$ cat src/logic/acq_pkg.sv
/*
  shared types and constants for the acquisition core
  wishbone addresses are word addresses, 4 bits wide
  pin word fields must add up to OUT_W, leds at bit 0
*/
package acq_pkg;

  ////////////////////////////////////////
  // register and counter widths

  localparam int DATA_W     = 32;   // wishbone data, register width
  localparam int CNT_W      = 24;   // precharge clock count
  localparam int MODE_W     = 3;    // control register mode field
  localparam int SEQ_N_W    = 3;    // sequence length field
  localparam int IDX_W      = 3;    // sample index, matches seq_n range
  localparam int HW_FLAGS_W = 4;

  ////////////////////////////////////////
  // pin word fields, lsb first

  localparam int LEDS_W  = 4;
  localparam int MON_W   = 8;
  localparam int PCSW_W  = 2;
  localparam int AZMUX_W = 4;

  localparam int ENTRY_W = AZMUX_W + PCSW_W;                   // azmux low, pc_sw high
  localparam int OUT_W   = LEDS_W + MON_W + PCSW_W + AZMUX_W + 1; // + meas_complete

  localparam logic [7:0] STATUS_MAGIC = 8'hAA;

  // operating modes. codes not listed drive all pins low
  typedef enum logic [MODE_W-1:0] {
    MODE_DIRECT   = 3'd0,
    MODE_SEQ_MOCK = 3'd6
  } acq_mode_e;

  typedef enum logic [1:0] {
    SEQ_IDLE,
    SEQ_PRECHARGE,
    SEQ_ACQUIRE
  } seq_state_e;

  typedef enum logic [3:0] {
    REG_CR        = 4'd0,
    REG_DIRECT    = 4'd1,
    REG_STATUS    = 4'd2,   // read only
    REG_PRECHARGE = 4'd3,
    REG_APERTURE  = 4'd4,
    REG_SEQ_N     = 4'd5,
    REG_SEQ0      = 4'd6,
    REG_SEQ1      = 4'd7,
    REG_SEQ2      = 4'd8,
    REG_SEQ3      = 4'd9
  } reg_addr_e;

endpackage

$ cat src/logic/wb_reg_file.sv
/*
  wishbone classic slave, one ack per request, no wait states beyond one cycle
  master must hold cyc/stb until ack. writes land on the ack edge
  fields are stored at their own width and read back zero-extended
  seq entries occupy REG_SEQ0 upward, SEQ_DEPTH words. unmapped reads give 0
*/
module wb_reg_file #(
  parameter int SEQ_DEPTH = 4
) (
  input  logic                                        CLK,
  input  logic                                        rst_i,

  input  logic                                        wb_cyc_i,
  input  logic                                        wb_stb_i,
  input  logic                                        wb_we_i,
  input  acq_pkg::reg_addr_e                          wb_adr_i,
  input  logic [acq_pkg::DATA_W-1:0]                  wb_dat_i,
  output logic                                        wb_ack_o,
  output logic [acq_pkg::DATA_W-1:0]                  wb_dat_o,

  input  logic [acq_pkg::HW_FLAGS_W-1:0]              hw_flags_i,
  input  logic [acq_pkg::IDX_W-1:0]                   sample_idx_last_i,
  input  logic                                        first_last_i,

  output acq_pkg::acq_mode_e                          mode_o,
  output logic [acq_pkg::OUT_W-1:0]                   direct_o,
  output logic [acq_pkg::CNT_W-1:0]                   precharge_o,
  output logic [acq_pkg::DATA_W-1:0]                  aperture_o,
  output logic [acq_pkg::SEQ_N_W-1:0]                 seq_n_o,
  output logic [SEQ_DEPTH-1:0][acq_pkg::ENTRY_W-1:0]  seq_entries_o
);
  import acq_pkg::*;

  localparam int SEL_W = (SEQ_DEPTH > 1) ? $clog2(SEQ_DEPTH) : 1;

  acq_mode_e                          mode_q;
  logic [OUT_W-1:0]                   direct_q;
  logic [CNT_W-1:0]                   precharge_q;
  logic [DATA_W-1:0]                  aperture_q;
  logic [SEQ_N_W-1:0]                 seq_n_q;
  logic [SEQ_DEPTH-1:0][ENTRY_W-1:0]  entries_q;

  logic                               ack_q;
  logic                               req;
  logic                               wr_en;
  logic [3:0]                         seq_off;
  logic                               seq_sel;
  logic [SEL_W-1:0]                   seq_idx;
  logic [DATA_W-1:0]                  status_word;
  logic [DATA_W-1:0]                  rd_data;

  assign req   = wb_cyc_i & wb_stb_i & ~ack_q;   // new request, not the one being acked
  assign wr_en = req & wb_we_i;

  // seq entry window
  assign seq_off = 4'(wb_adr_i - REG_SEQ0);
  assign seq_sel = (wb_adr_i >= REG_SEQ0) && (seq_off < SEQ_DEPTH);
  assign seq_idx = seq_off[SEL_W-1:0];

  ////////////////////////////////////////
  // status word

  assign status_word = {
    {(DATA_W-23){1'b0}},
    seq_n_q,                          // 22..20
    first_last_i,                     // 19
    sample_idx_last_i,                // 18..16
    {(8-HW_FLAGS_W){1'b0}},           // 15..12
    hw_flags_i,                       // 11..8
    STATUS_MAGIC                      // 7..0
  };

  ////////////////////////////////////////
  // write side and ack

  always_ff @(posedge CLK)
  begin
    if (rst_i)
    begin
      ack_q       <= 1'b0;
      mode_q      <= MODE_DIRECT;     // pins follow direct word, all zero
      direct_q    <= '0;
      precharge_q <= '0;
      aperture_q  <= '0;
      seq_n_q     <= '0;
      entries_q   <= '0;
    end
    else
    begin
      ack_q <= req;
      if (wr_en)
      begin
        case (wb_adr_i)
          REG_CR:        mode_q      <= acq_mode_e'(wb_dat_i[MODE_W-1:0]);
          REG_DIRECT:    direct_q    <= wb_dat_i[OUT_W-1:0];
          REG_PRECHARGE: precharge_q <= wb_dat_i[CNT_W-1:0];
          REG_APERTURE:  aperture_q  <= wb_dat_i;
          REG_SEQ_N:     seq_n_q     <= wb_dat_i[SEQ_N_W-1:0];
          default:
          begin
            if (seq_sel)
              entries_q[seq_idx] <= wb_dat_i[ENTRY_W-1:0];   // status and holes ignored
          end
        endcase
      end
    end
  end

  ////////////////////////////////////////
  // read side, address still held during ack

  always_comb
  begin
    rd_data = '0;
    case (wb_adr_i)
      REG_CR:        rd_data = DATA_W'(mode_q);
      REG_DIRECT:    rd_data = DATA_W'(direct_q);
      REG_STATUS:    rd_data = status_word;
      REG_PRECHARGE: rd_data = DATA_W'(precharge_q);
      REG_APERTURE:  rd_data = aperture_q;
      REG_SEQ_N:     rd_data = DATA_W'(seq_n_q);
      default:
      begin
        if (seq_sel)
          rd_data = DATA_W'(entries_q[seq_idx]);
      end
    endcase
  end

  assign wb_ack_o = ack_q;
  assign wb_dat_o = ack_q ? rd_data : '0;

  assign mode_o        = mode_q;
  assign direct_o      = direct_q;
  assign precharge_o   = precharge_q;
  assign aperture_o    = aperture_q;
  assign seq_n_o       = seq_n_q;
  assign seq_entries_o = entries_q;

  // held strobe must not be acked twice in a row
  assert property (@(posedge CLK) disable iff (rst_i)
    (wb_ack_o && wb_stb_i) |=> !wb_ack_o);

endmodule

$ cat src/logic/seq_acquisition.sv
/*
  sequence controller, precharge then acquire for each entry
  held idle while trig_i is low. precharge count 0 behaves as 1
  index wraps at seq_n, clamped to SEQ_DEPTH. seq_n of 0 repeats entry 0
*/
module seq_acquisition #(
  parameter int SEQ_DEPTH = 4
) (
  input  logic                                        CLK,
  input  logic                                        rst_i,
  input  logic                                        trig_i,
  input  logic                                        measure_valid_i,
  input  logic [acq_pkg::CNT_W-1:0]                   precharge_i,
  input  logic [acq_pkg::SEQ_N_W-1:0]                 seq_n_i,
  input  logic [SEQ_DEPTH-1:0][acq_pkg::ENTRY_W-1:0]  seq_entries_i,

  output logic [acq_pkg::AZMUX_W-1:0]                 azmux_o,
  output logic [acq_pkg::PCSW_W-1:0]                  pc_sw_o,
  output logic                                        adc_run_o,
  output logic [acq_pkg::LEDS_W-1:0]                  leds_o,
  output logic [acq_pkg::MON_W-1:0]                   monitor_o,
  output logic [acq_pkg::IDX_W-1:0]                   sample_idx_last_o,
  output logic                                        first_last_o
);
  import acq_pkg::*;

  localparam int SEL_W = (SEQ_DEPTH > 1) ? $clog2(SEQ_DEPTH) : 1;

  seq_state_e          state_q;
  logic [IDX_W-1:0]    idx_q;
  logic [CNT_W-1:0]    pc_cnt_q;
  logic [IDX_W-1:0]    idx_last_q;
  logic                first_last_q;

  logic                hold;
  logic                active;
  logic                sample_done;
  logic [CNT_W-1:0]    pc_load;
  logic [IDX_W:0]      seq_lim;
  logic [IDX_W:0]      idx_inc;
  logic [IDX_W-1:0]    idx_next;
  logic [ENTRY_W-1:0]  entry;

  assign hold        = rst_i | ~trig_i;
  assign active      = (state_q != SEQ_IDLE);
  assign sample_done = ~hold & (state_q == SEQ_ACQUIRE) & measure_valid_i;

  // down-counter reload, P cycles of precharge
  assign pc_load = (precharge_i == '0) ? '0 : precharge_i - 1'b1;

  ////////////////////////////////////////
  // index wrap

  always_comb
  begin
    if (seq_n_i == '0)
      seq_lim = (IDX_W+1)'(1);
    else if (seq_n_i > SEQ_DEPTH)
      seq_lim = (IDX_W+1)'(SEQ_DEPTH);
    else
      seq_lim = {1'b0, seq_n_i};
  end

  assign idx_inc  = {1'b0, idx_q} + (IDX_W+1)'(1);
  assign idx_next = (idx_inc >= seq_lim) ? '0 : idx_inc[IDX_W-1:0];

  assign entry = seq_entries_i[idx_q[SEL_W-1:0]];   // idx always below SEQ_DEPTH

  ////////////////////////////////////////
  // fsm

  always_ff @(posedge CLK)
  begin
    if (hold)
    begin
      state_q  <= SEQ_IDLE;
      idx_q    <= '0;
      pc_cnt_q <= '0;
    end
    else
    begin
      case (state_q)
        SEQ_IDLE:
        begin
          state_q  <= SEQ_PRECHARGE;   // start at entry 0
          idx_q    <= '0;
          pc_cnt_q <= pc_load;
        end
        SEQ_PRECHARGE:
        begin
          if (pc_cnt_q == '0)
            state_q <= SEQ_ACQUIRE;
          else
            pc_cnt_q <= pc_cnt_q - 1'b1;
        end
        SEQ_ACQUIRE:
        begin
          if (sample_done)
          begin
            state_q  <= SEQ_PRECHARGE;
            idx_q    <= idx_next;
            pc_cnt_q <= pc_load;
          end
        end
        default: state_q <= SEQ_IDLE;
      endcase
    end
  end

  // last completed sample, kept across trig drops
  always_ff @(posedge CLK)
  begin
    if (rst_i)
    begin
      idx_last_q   <= '0;
      first_last_q <= 1'b0;
    end
    else if (sample_done)
    begin
      idx_last_q   <= idx_q;
      first_last_q <= (idx_q == '0);   // sample was entry 0
    end
  end

  assign azmux_o   = active ? entry[AZMUX_W-1:0] : '0;
  assign pc_sw_o   = active ? entry[ENTRY_W-1:AZMUX_W] : '0;
  assign adc_run_o = (state_q == SEQ_ACQUIRE);

  assign leds_o    = LEDS_W'(1) << idx_q;   // one-hot index
  assign monitor_o = {1'b0, state_q, idx_q, measure_valid_i, adc_run_o};

  assign sample_idx_last_o = idx_last_q;
  assign first_last_o      = first_last_q;

  // adc mock only answers while acquiring
  assert property (@(posedge CLK) disable iff (rst_i)
    (trig_i && measure_valid_i) |-> (state_q == SEQ_ACQUIRE));

endmodule

$ cat src/logic/adc_mock.sv
/*
  stand-in for the adc. counts aperture cycles while run_i is high
  measure_valid_o pulses once, A+1 cycles after run rises
  re-arms only after run_i falls
*/
module adc_mock (
  input  logic                        CLK,
  input  logic                        rst_i,
  input  logic                        run_i,
  input  logic [acq_pkg::DATA_W-1:0]  aperture_i,
  output logic                        measure_valid_o
);
  import acq_pkg::*;

  logic [DATA_W-1:0]  cnt_q;
  logic               fired_q;    // pulse sent, waiting for run to drop
  logic               valid_q;

  always_ff @(posedge CLK)
  begin
    if (rst_i || !run_i)
    begin
      cnt_q   <= '0;
      fired_q <= 1'b0;
      valid_q <= 1'b0;
    end
    else if (!fired_q)
    begin
      if (cnt_q == aperture_i)
      begin
        valid_q <= 1'b1;          // end of aperture
        fired_q <= 1'b1;
      end
      else
        cnt_q <= cnt_q + 1'b1;
    end
    else
      valid_q <= 1'b0;            // single cycle
  end

  assign measure_valid_o = valid_q;

endmodule

$ cat src/logic/mode_mux.sv
/*
  selects direct word or sequencer signals onto the pins, registered once
  unused mode codes drive all pins low
  pin word, lsb first: leds, monitor, pc_sw, azmux, meas_complete
*/
module mode_mux (
  input  logic                          CLK,
  input  logic                          rst_i,
  input  acq_pkg::acq_mode_e            mode_i,
  input  logic [acq_pkg::OUT_W-1:0]     direct_i,

  input  logic [acq_pkg::LEDS_W-1:0]    seq_leds_i,
  input  logic [acq_pkg::MON_W-1:0]     seq_monitor_i,
  input  logic [acq_pkg::PCSW_W-1:0]    seq_pc_sw_i,
  input  logic [acq_pkg::AZMUX_W-1:0]   seq_azmux_i,
  input  logic                          measure_valid_i,

  output logic [acq_pkg::LEDS_W-1:0]    leds_o,
  output logic [acq_pkg::MON_W-1:0]     monitor_o,
  output logic [acq_pkg::PCSW_W-1:0]    pc_sw_o,
  output logic [acq_pkg::AZMUX_W-1:0]   azmux_o,
  output logic                          meas_complete_o
);
  import acq_pkg::*;

  logic [OUT_W-1:0]  seq_word;
  logic [OUT_W-1:0]  sel_word;
  logic [OUT_W-1:0]  out_q;

  // same layout as the direct register
  assign seq_word = {measure_valid_i, seq_azmux_i, seq_pc_sw_i, seq_monitor_i, seq_leds_i};

  always_comb
  begin
    case (mode_i)
      MODE_DIRECT:   sel_word = direct_i;
      MODE_SEQ_MOCK: sel_word = seq_word;
      default:       sel_word = '0;
    endcase
  end

  always_ff @(posedge CLK)
  begin
    if (rst_i)
      out_q <= '0;
    else
      out_q <= sel_word;
  end

  assign {meas_complete_o, azmux_o, pc_sw_o, monitor_o, leds_o} = out_q;

endmodule

$ cat src/logic/acq_top.sv
/*
  acquisition core top, wishbone register access and mocked adc
  sa_trig_i must be high for the sequencer to run
  SEQ_DEPTH up to 8, limited by the 3 bit index
*/
module acq_top #(
  parameter int SEQ_DEPTH = 4
) (
  input  logic                            CLK,
  input  logic                            rst_i,

  input  logic                            wb_cyc_i,
  input  logic                            wb_stb_i,
  input  logic                            wb_we_i,
  input  acq_pkg::reg_addr_e              wb_adr_i,
  input  logic [acq_pkg::DATA_W-1:0]      wb_dat_i,
  output logic [acq_pkg::DATA_W-1:0]      wb_dat_o,
  output logic                            wb_ack_o,

  input  logic [acq_pkg::HW_FLAGS_W-1:0]  hw_flags_i,
  input  logic                            sa_trig_i,

  output logic [acq_pkg::LEDS_W-1:0]      leds_o,
  output logic [acq_pkg::MON_W-1:0]       monitor_o,
  output logic [acq_pkg::PCSW_W-1:0]      pc_sw_o,
  output logic [acq_pkg::AZMUX_W-1:0]     azmux_o,
  output logic                            meas_complete_o
);
  import acq_pkg::*;

  // register file outputs
  acq_mode_e                          cr_mode;
  logic [OUT_W-1:0]                   reg_direct;
  logic [CNT_W-1:0]                   reg_precharge;
  logic [DATA_W-1:0]                  reg_aperture;
  logic [SEQ_N_W-1:0]                 reg_seq_n;
  logic [SEQ_DEPTH-1:0][ENTRY_W-1:0]  reg_seq_entries;

  // sequencer
  logic [AZMUX_W-1:0]                 sa_azmux;
  logic [PCSW_W-1:0]                  sa_pc_sw;
  logic [LEDS_W-1:0]                  sa_leds;
  logic [MON_W-1:0]                   sa_monitor;
  logic [IDX_W-1:0]                   sa_sample_idx_last;
  logic                               sa_first_last;
  logic                               adc_run;
  logic                               measure_valid;

  wb_reg_file #(
    .SEQ_DEPTH(SEQ_DEPTH)
  ) u_reg_file (
    .CLK               (CLK),
    .rst_i             (rst_i),
    .wb_cyc_i          (wb_cyc_i),
    .wb_stb_i          (wb_stb_i),
    .wb_we_i           (wb_we_i),
    .wb_adr_i          (wb_adr_i),
    .wb_dat_i          (wb_dat_i),
    .wb_ack_o          (wb_ack_o),
    .wb_dat_o          (wb_dat_o),
    .hw_flags_i        (hw_flags_i),
    .sample_idx_last_i (sa_sample_idx_last),   // back from sequencer for status
    .first_last_i      (sa_first_last),
    .mode_o            (cr_mode),
    .direct_o          (reg_direct),
    .precharge_o       (reg_precharge),
    .aperture_o        (reg_aperture),
    .seq_n_o           (reg_seq_n),
    .seq_entries_o     (reg_seq_entries)
  );

  seq_acquisition #(
    .SEQ_DEPTH(SEQ_DEPTH)
  ) u_seq (
    .CLK               (CLK),
    .rst_i             (rst_i),
    .trig_i            (sa_trig_i),
    .measure_valid_i   (measure_valid),
    .precharge_i       (reg_precharge),
    .seq_n_i           (reg_seq_n),
    .seq_entries_i     (reg_seq_entries),
    .azmux_o           (sa_azmux),
    .pc_sw_o           (sa_pc_sw),
    .adc_run_o         (adc_run),
    .leds_o            (sa_leds),
    .monitor_o         (sa_monitor),
    .sample_idx_last_o (sa_sample_idx_last),
    .first_last_o      (sa_first_last)
  );

  adc_mock u_adc_mock (
    .CLK             (CLK),
    .rst_i           (rst_i),
    .run_i           (adc_run),
    .aperture_i      (reg_aperture),
    .measure_valid_o (measure_valid)
  );

  mode_mux u_mode_mux (
    .CLK             (CLK),
    .rst_i           (rst_i),
    .mode_i          (cr_mode),
    .direct_i        (reg_direct),
    .seq_leds_i      (sa_leds),
    .seq_monitor_i   (sa_monitor),
    .seq_pc_sw_i     (sa_pc_sw),
    .seq_azmux_i     (sa_azmux),
    .measure_valid_i (measure_valid),
    .leds_o          (leds_o),
    .monitor_o       (monitor_o),
    .pc_sw_o         (pc_sw_o),
    .azmux_o         (azmux_o),
    .meas_complete_o (meas_complete_o)
  );

endmodule

$ cat config.mk
export PLATFORM = sky130hd
export DESIGN_NAME = acq_top
export DESIGN_NICKNAME = d
export VERILOG_FILES = /design/src/logic/acq_pkg.sv /design/src/logic/wb_reg_file.sv /design/src/logic/seq_acquisition.sv /design/src/logic/adc_mock.sv /design/src/logic/mode_mux.sv /design/src/logic/acq_top.sv
export SDC_FILE = /design/constraint.sdc
export NUM_CORES = 1
export LEC_CHECK = 0
export CAP_MARGIN = 10
export CORE_ASPECT_RATIO = 1.75
export CORE_MARGIN = 5
export CORE_UTILIZATION = 51
export DETAILED_ROUTE_END_ITERATION = 8
export DONT_BUFFER_PORTS = 1
export GPL_ROUTABILITY_DRIVEN = 0
export PLACE_DENSITY_LB_ADDON = 0.2
export SLEW_MARGIN = 20
export SYNTH_ARGS = -nofsm -noshare
export SYNTH_HDL_FRONTEND = slang
export SYNTH_SLANG_ARGS = --single-unit
$ cat constraint.sdc
create_clock -name CLK -period 4.4 [get_ports CLK]
set_input_delay 0.44 -clock CLK [delete_from_list [all_inputs] [get_ports CLK]]
set_output_delay 0.44 -clock CLK [all_outputs]
set_load 0.1 [all_outputs]
==> summary.json <==
{
  "io_buffer_count": 0,
  "p_sw_share_pct": 28.7,
  "htreeDepth": 4,
  "layout_commonest_cell": "sky130_fd_sc_hd__nand2_1",
  "postCtsResizedCells": 0,
  "post_synth_main_area_contributors": "sky130_fd_sc_hd__dfxtp_1 39%, sky130_fd_sc_hd__nand2_1 9.2%, sky130_fd_sc_hd__a21oi_1 7.1%, sky130_fd_sc_hd__mux2i_1 3.9%, sky130_fd_sc_hd__nor2_1 3.9%",
  "synth_largest_area_cell": "sky130_fd_sc_hd__dfxtp_1",
  "row_count": 67,
  "globalRouteMet2Util_pct": 47.9,
  "p_switching_uw": 1080,
  "finalWirelength_um": 32400,
  "number_of_primary_i_o_pins": 98,
  "share_of_total_power_in_combinational_logic_pct": 12.1,
  "synth_area_mm2": 0.00990,
  "syn_avg_cell_area_um2": 8.06,
  "maxSlewHeadroom_pct": 25.1,
  "number_of_flops_mapped_to_enable_cells_by_yosys": 0,
  "most_used_routing_layer": "met2",
  "distinct_cells_synth": 69,
  "globalRouteMet1Util_pct": 33.2,
  "layout.cells.most_common_list": "241 x sky130_fd_sc_hd__nand2_1, 192 x sky130_fd_sc_hd__dfxtp_1, 124 x sky130_fd_sc_hd__a21oi_1",
  "antenna_left": 0,
  "netlist_instances": 1228,
  "clock_sink_count": 192,
  "detail_route.wl_per_cell_um": 22.4,
  "fp.dieArea_mm2": 0.0224,
  "min_path_type": "in -> reg",
  "dpl.hpwl_um": 23700,
  "ff2ff_setup_slack_ps": 1580,
  "share_clk_of_total_power_pct": 39.9,
  "synthDominantCellAreaShare_pct": 38.8,
  "postCtsSetupBuffers": 0,
  "drive_gt1_share_pct": 10.0,
  "outcome": "finished clean",
  "grt_antenna_before_repair": 0,
  "fin_crit_sh_pct": 64.2,
  "power_leakage_uw": 0.00411,
  "dr.pass1.iters": 8,
  "tightestPinTransition_ps": 1120,
  "rsz_0062_raised_after_global_routing": "false",
  "fmaxAchievable_ghz": 0.354,
  "postSynthRegisterBits": 192,
  "global_route.usage.total_pct": 28.9,
  "synth_nets": 1288,
  "number_of_cts_inserted_buffers": 17,
  "timing.max_cap.violations": 0,
  "worst_skew_pair.late_latency_ps": 440,
  "via_count": 9186,
  "fin_hold_ws_ps": 84.1,
  "cellInternalPower_uw": 2670,
  "timing.critical_path.fanout_max": 19,
  "insertedDiodeCount": 0,
  "drcViolationCount": 0,
  "post_synth_top_flop": "sky130_fd_sc_hd__dfxtp_1",
  "cts_hold_repair.buffers": 0,
  "yosysWarningCount": 0,
  "start_util_pct": 51.8,
  "chipHeight_um": 194,
  "hold_violations": 0,
  "ys_async_sr_fraction_pct": 0,
  "grt_remaining_overflow": 0,
  "first_iter_violations": 735,
  "layout-area-overhead-vs-synth_pct": 8.43,
  "clk_pin_slew_ps": 70,
  "max-clock-path-buffers": 2,
  "drv_slew": 0,
  "reg2regPathDepth": 6,
  "post_drt_via_cell_ratio": 6.35,
  "timing_worst_setup_path_type": "in -> out",
  "fp.dieW_um": 115,
  "cts-root-buf": "sky130_fd_sc_hd__clkbuf_16",
  "crit_path_start_kind": "input port",
  "setup-violations-final": 0,
  "cp-end-kind": "primary output",
  "number_of_global_route_vias_before_repair": 8746,
  "summed_negative_setup_slack_over_all_endpoints_ps": 0,
  "grt_max_degree": 136,
  "part_of_the_total_power_dissipated_in_sequential_elements_pct": 48.0,
  "pwr_density_cell_mw_per_mm2": 349,
  "placeableCoreArea_mm2": 0.0191,
  "finalNetCount": 1252,
  "cts_tree": "yes",
  "grt_util_met3_pct": 6.10,
  "synth_seq_area_share_pct": 38.8,
  "period_minus_slack_ps": 2820,
  "worst-endpoint-required_ps": 3960,
  "vdd_ir_drop_max_v": 0.000267,
  "arrival_ps": 2380,
  "timing.hold.worst_path_depth": 1,
  "timing.clock.skew_ps": 14.0,
  "grt_first_pass_wirelength_um": 50200
}
-- sequential cells by signal, summed over array words and instances, names as in the netlist, 2 cells and up --
name,cells
u_seq.state_q,2
u_reg_file.mode_o,3
u_reg_file.precharge_o,24
u_reg_file.seq_n_o,3
u_reg_file.aperture_o,32
u_reg_file.seq_entries_o,24
u_seq.idx_q,3
u_mode_mux.out_q,19
u_reg_file.direct_o,19
u_adc_mock.cnt_q,32
u_seq.sample_idx_last_o,3
u_seq.pc_cnt_q,24
-- worst paths after layout --
kind                                              from                                      to
hold reg to reg   u_reg_file.direct_o[11]$_SDFFE_PP0P_    u_reg_file.direct_o[11]$_SDFFE_PP0P_
hold / removal                                   rst_i  u_reg_file.aperture_o[18]$_SDFFE_PP0P_
setup reg to reg       u_seq.pc_cnt_q[13]$_SDFFE_PP0P_         u_seq.pc_cnt_q[20]$_SDFFE_PP0P_
setup / recovery                           wb_adr_i[0]                             wb_dat_o[0]
-- kinds of logic (layout without fill, tap and decap cells) --
family / count (synthesis) / after routing / share of synthesized area, %
simple gates: 512 / 512 / 23.9
compound gates: 296 / 296 / 19.1
flops: 192 / 192 / 38.8
buf+inv: 103 / 80 / 4.46
xor+xnor: 60 / 60 / 5.31
mux: 51 / 51 / 6.67
fa+ha+maj: 14 / 14 / 1.77
-- per-stage QoR --
stage | area [um^2] | utilization, % | cells | total power (uW) | setup slack [ps]
global route | 10700 | 56.2 | 1446 | 3900 | 1380
floorplan | 9900 | - | 1228 | 2200 | 50.9
global placement | 10200 | 53.2 | 1414 | 2280 | 1660
finish | 10700 | 56.2 | 1446 | 3750 | 1580
CTS | 10700 | 56.1 | 1446 | 3760 | 1590
detailed placement | 10200 | 53.2 | 1414 | 2280 | 1630
-- area by class of cell --
class / count / area [um^2]
clock buffer: 18 / 439
clock inverter: 14 / 118
fill: 1813 / 8380
inverter: 20 / 75.1
multi-input combinational: 933 / 5730
sequential: 192 / 3840
tap: 241 / 302
timing repair buffer: 28 / 230
-- cell usage after synthesis, types with 4 or more instances --
| cell type | number |
|---|---|
| sky130_fd_sc_hd__ha_1 | 14 |
| sky130_fd_sc_hd__a32o_1 | 15 |
| sky130_fd_sc_hd__clkbuf_1 | 64 |
| sky130_fd_sc_hd__a21oi_1 | 141 |
| sky130_fd_sc_hd__a22oi_1 | 40 |
| sky130_fd_sc_hd__nor2_1 | 103 |
| sky130_fd_sc_hd__and2_1 | 10 |
| sky130_fd_sc_hd__o21ai_0 | 29 |
| sky130_fd_sc_hd__o22ai_1 | 12 |
| sky130_fd_sc_hd__xor2_1 | 38 |
| sky130_fd_sc_hd__nand2_1 | 242 |
| sky130_fd_sc_hd__nor3b_1 | 5 |
| sky130_fd_sc_hd__a21o_1 | 4 |
| sky130_fd_sc_hd__mux4_2 | 12 |
| sky130_fd_sc_hd__o32ai_1 | 4 |
| sky130_fd_sc_hd__nand3_1 | 27 |
| sky130_fd_sc_hd__nor3_1 | 22 |
| sky130_fd_sc_hd__xnor2_1 | 22 |
| sky130_fd_sc_hd__a211oi_1 | 4 |
| sky130_fd_sc_hd__nand4_1 | 16 |
| sky130_fd_sc_hd__dfxtp_1 | 192 |
| sky130_fd_sc_hd__mux2i_1 | 39 |
| sky130_fd_sc_hd__and4_1 | 4 |
| sky130_fd_sc_hd__a41o_1 | 4 |
| sky130_fd_sc_hd__inv_1 | 20 |
| sky130_fd_sc_hd__o211ai_1 | 5 |
| sky130_fd_sc_hd__or3_1 | 16 |
| sky130_fd_sc_hd__buf_1 | 6 |
| sky130_fd_sc_hd__a31oi_1 | 6 |
| sky130_fd_sc_hd__buf_2 | 8 |
| sky130_fd_sc_hd__nor2b_1 | 6 |
| sky130_fd_sc_hd__a31o_2 | 7 |
| sky130_fd_sc_hd__nor4_1 | 19 |
| sky130_fd_sc_hd__and3_1 | 14 |
-- layer usage --
| metal | part of all wire (%) | routed length [um] |
|---|---|---|
| met1 | 36 | 11800 |
| met2 | 49 | 16000 |
| met3 | 7.0 | 2280 |
| met4 | 7.2 | 2350 |
| met5 | 0 | 0 |
-- worst max-delay path, stage by stage --
cell                       delay (ps)
sky130_fd_sc_hd__nor2b_1          170
sky130_fd_sc_hd__and2_1           600
sky130_fd_sc_hd__a222oi_1         180
sky130_fd_sc_hd__o311ai_0         150
sky130_fd_sc_hd__and2_1           830
-- power groups by stage --
| stage | clock (uW) | sequential (uW) | combinational [uW] |
|---|---|---|---|
| 3_5_place_dp | 0 | 1840 | 445 |
| 2_1_floorplan | 0 | 1830 | 378 |
| 4_1_cts | 1520 | 1800 | 448 |
| 5_1_grt | 1600 | 1800 | 499 |
| 3_3_place_gp | 0 | 1840 | 444 |
| 6_report | 1500 | 1800 | 454 |
(Power assumes the default switching activity.)
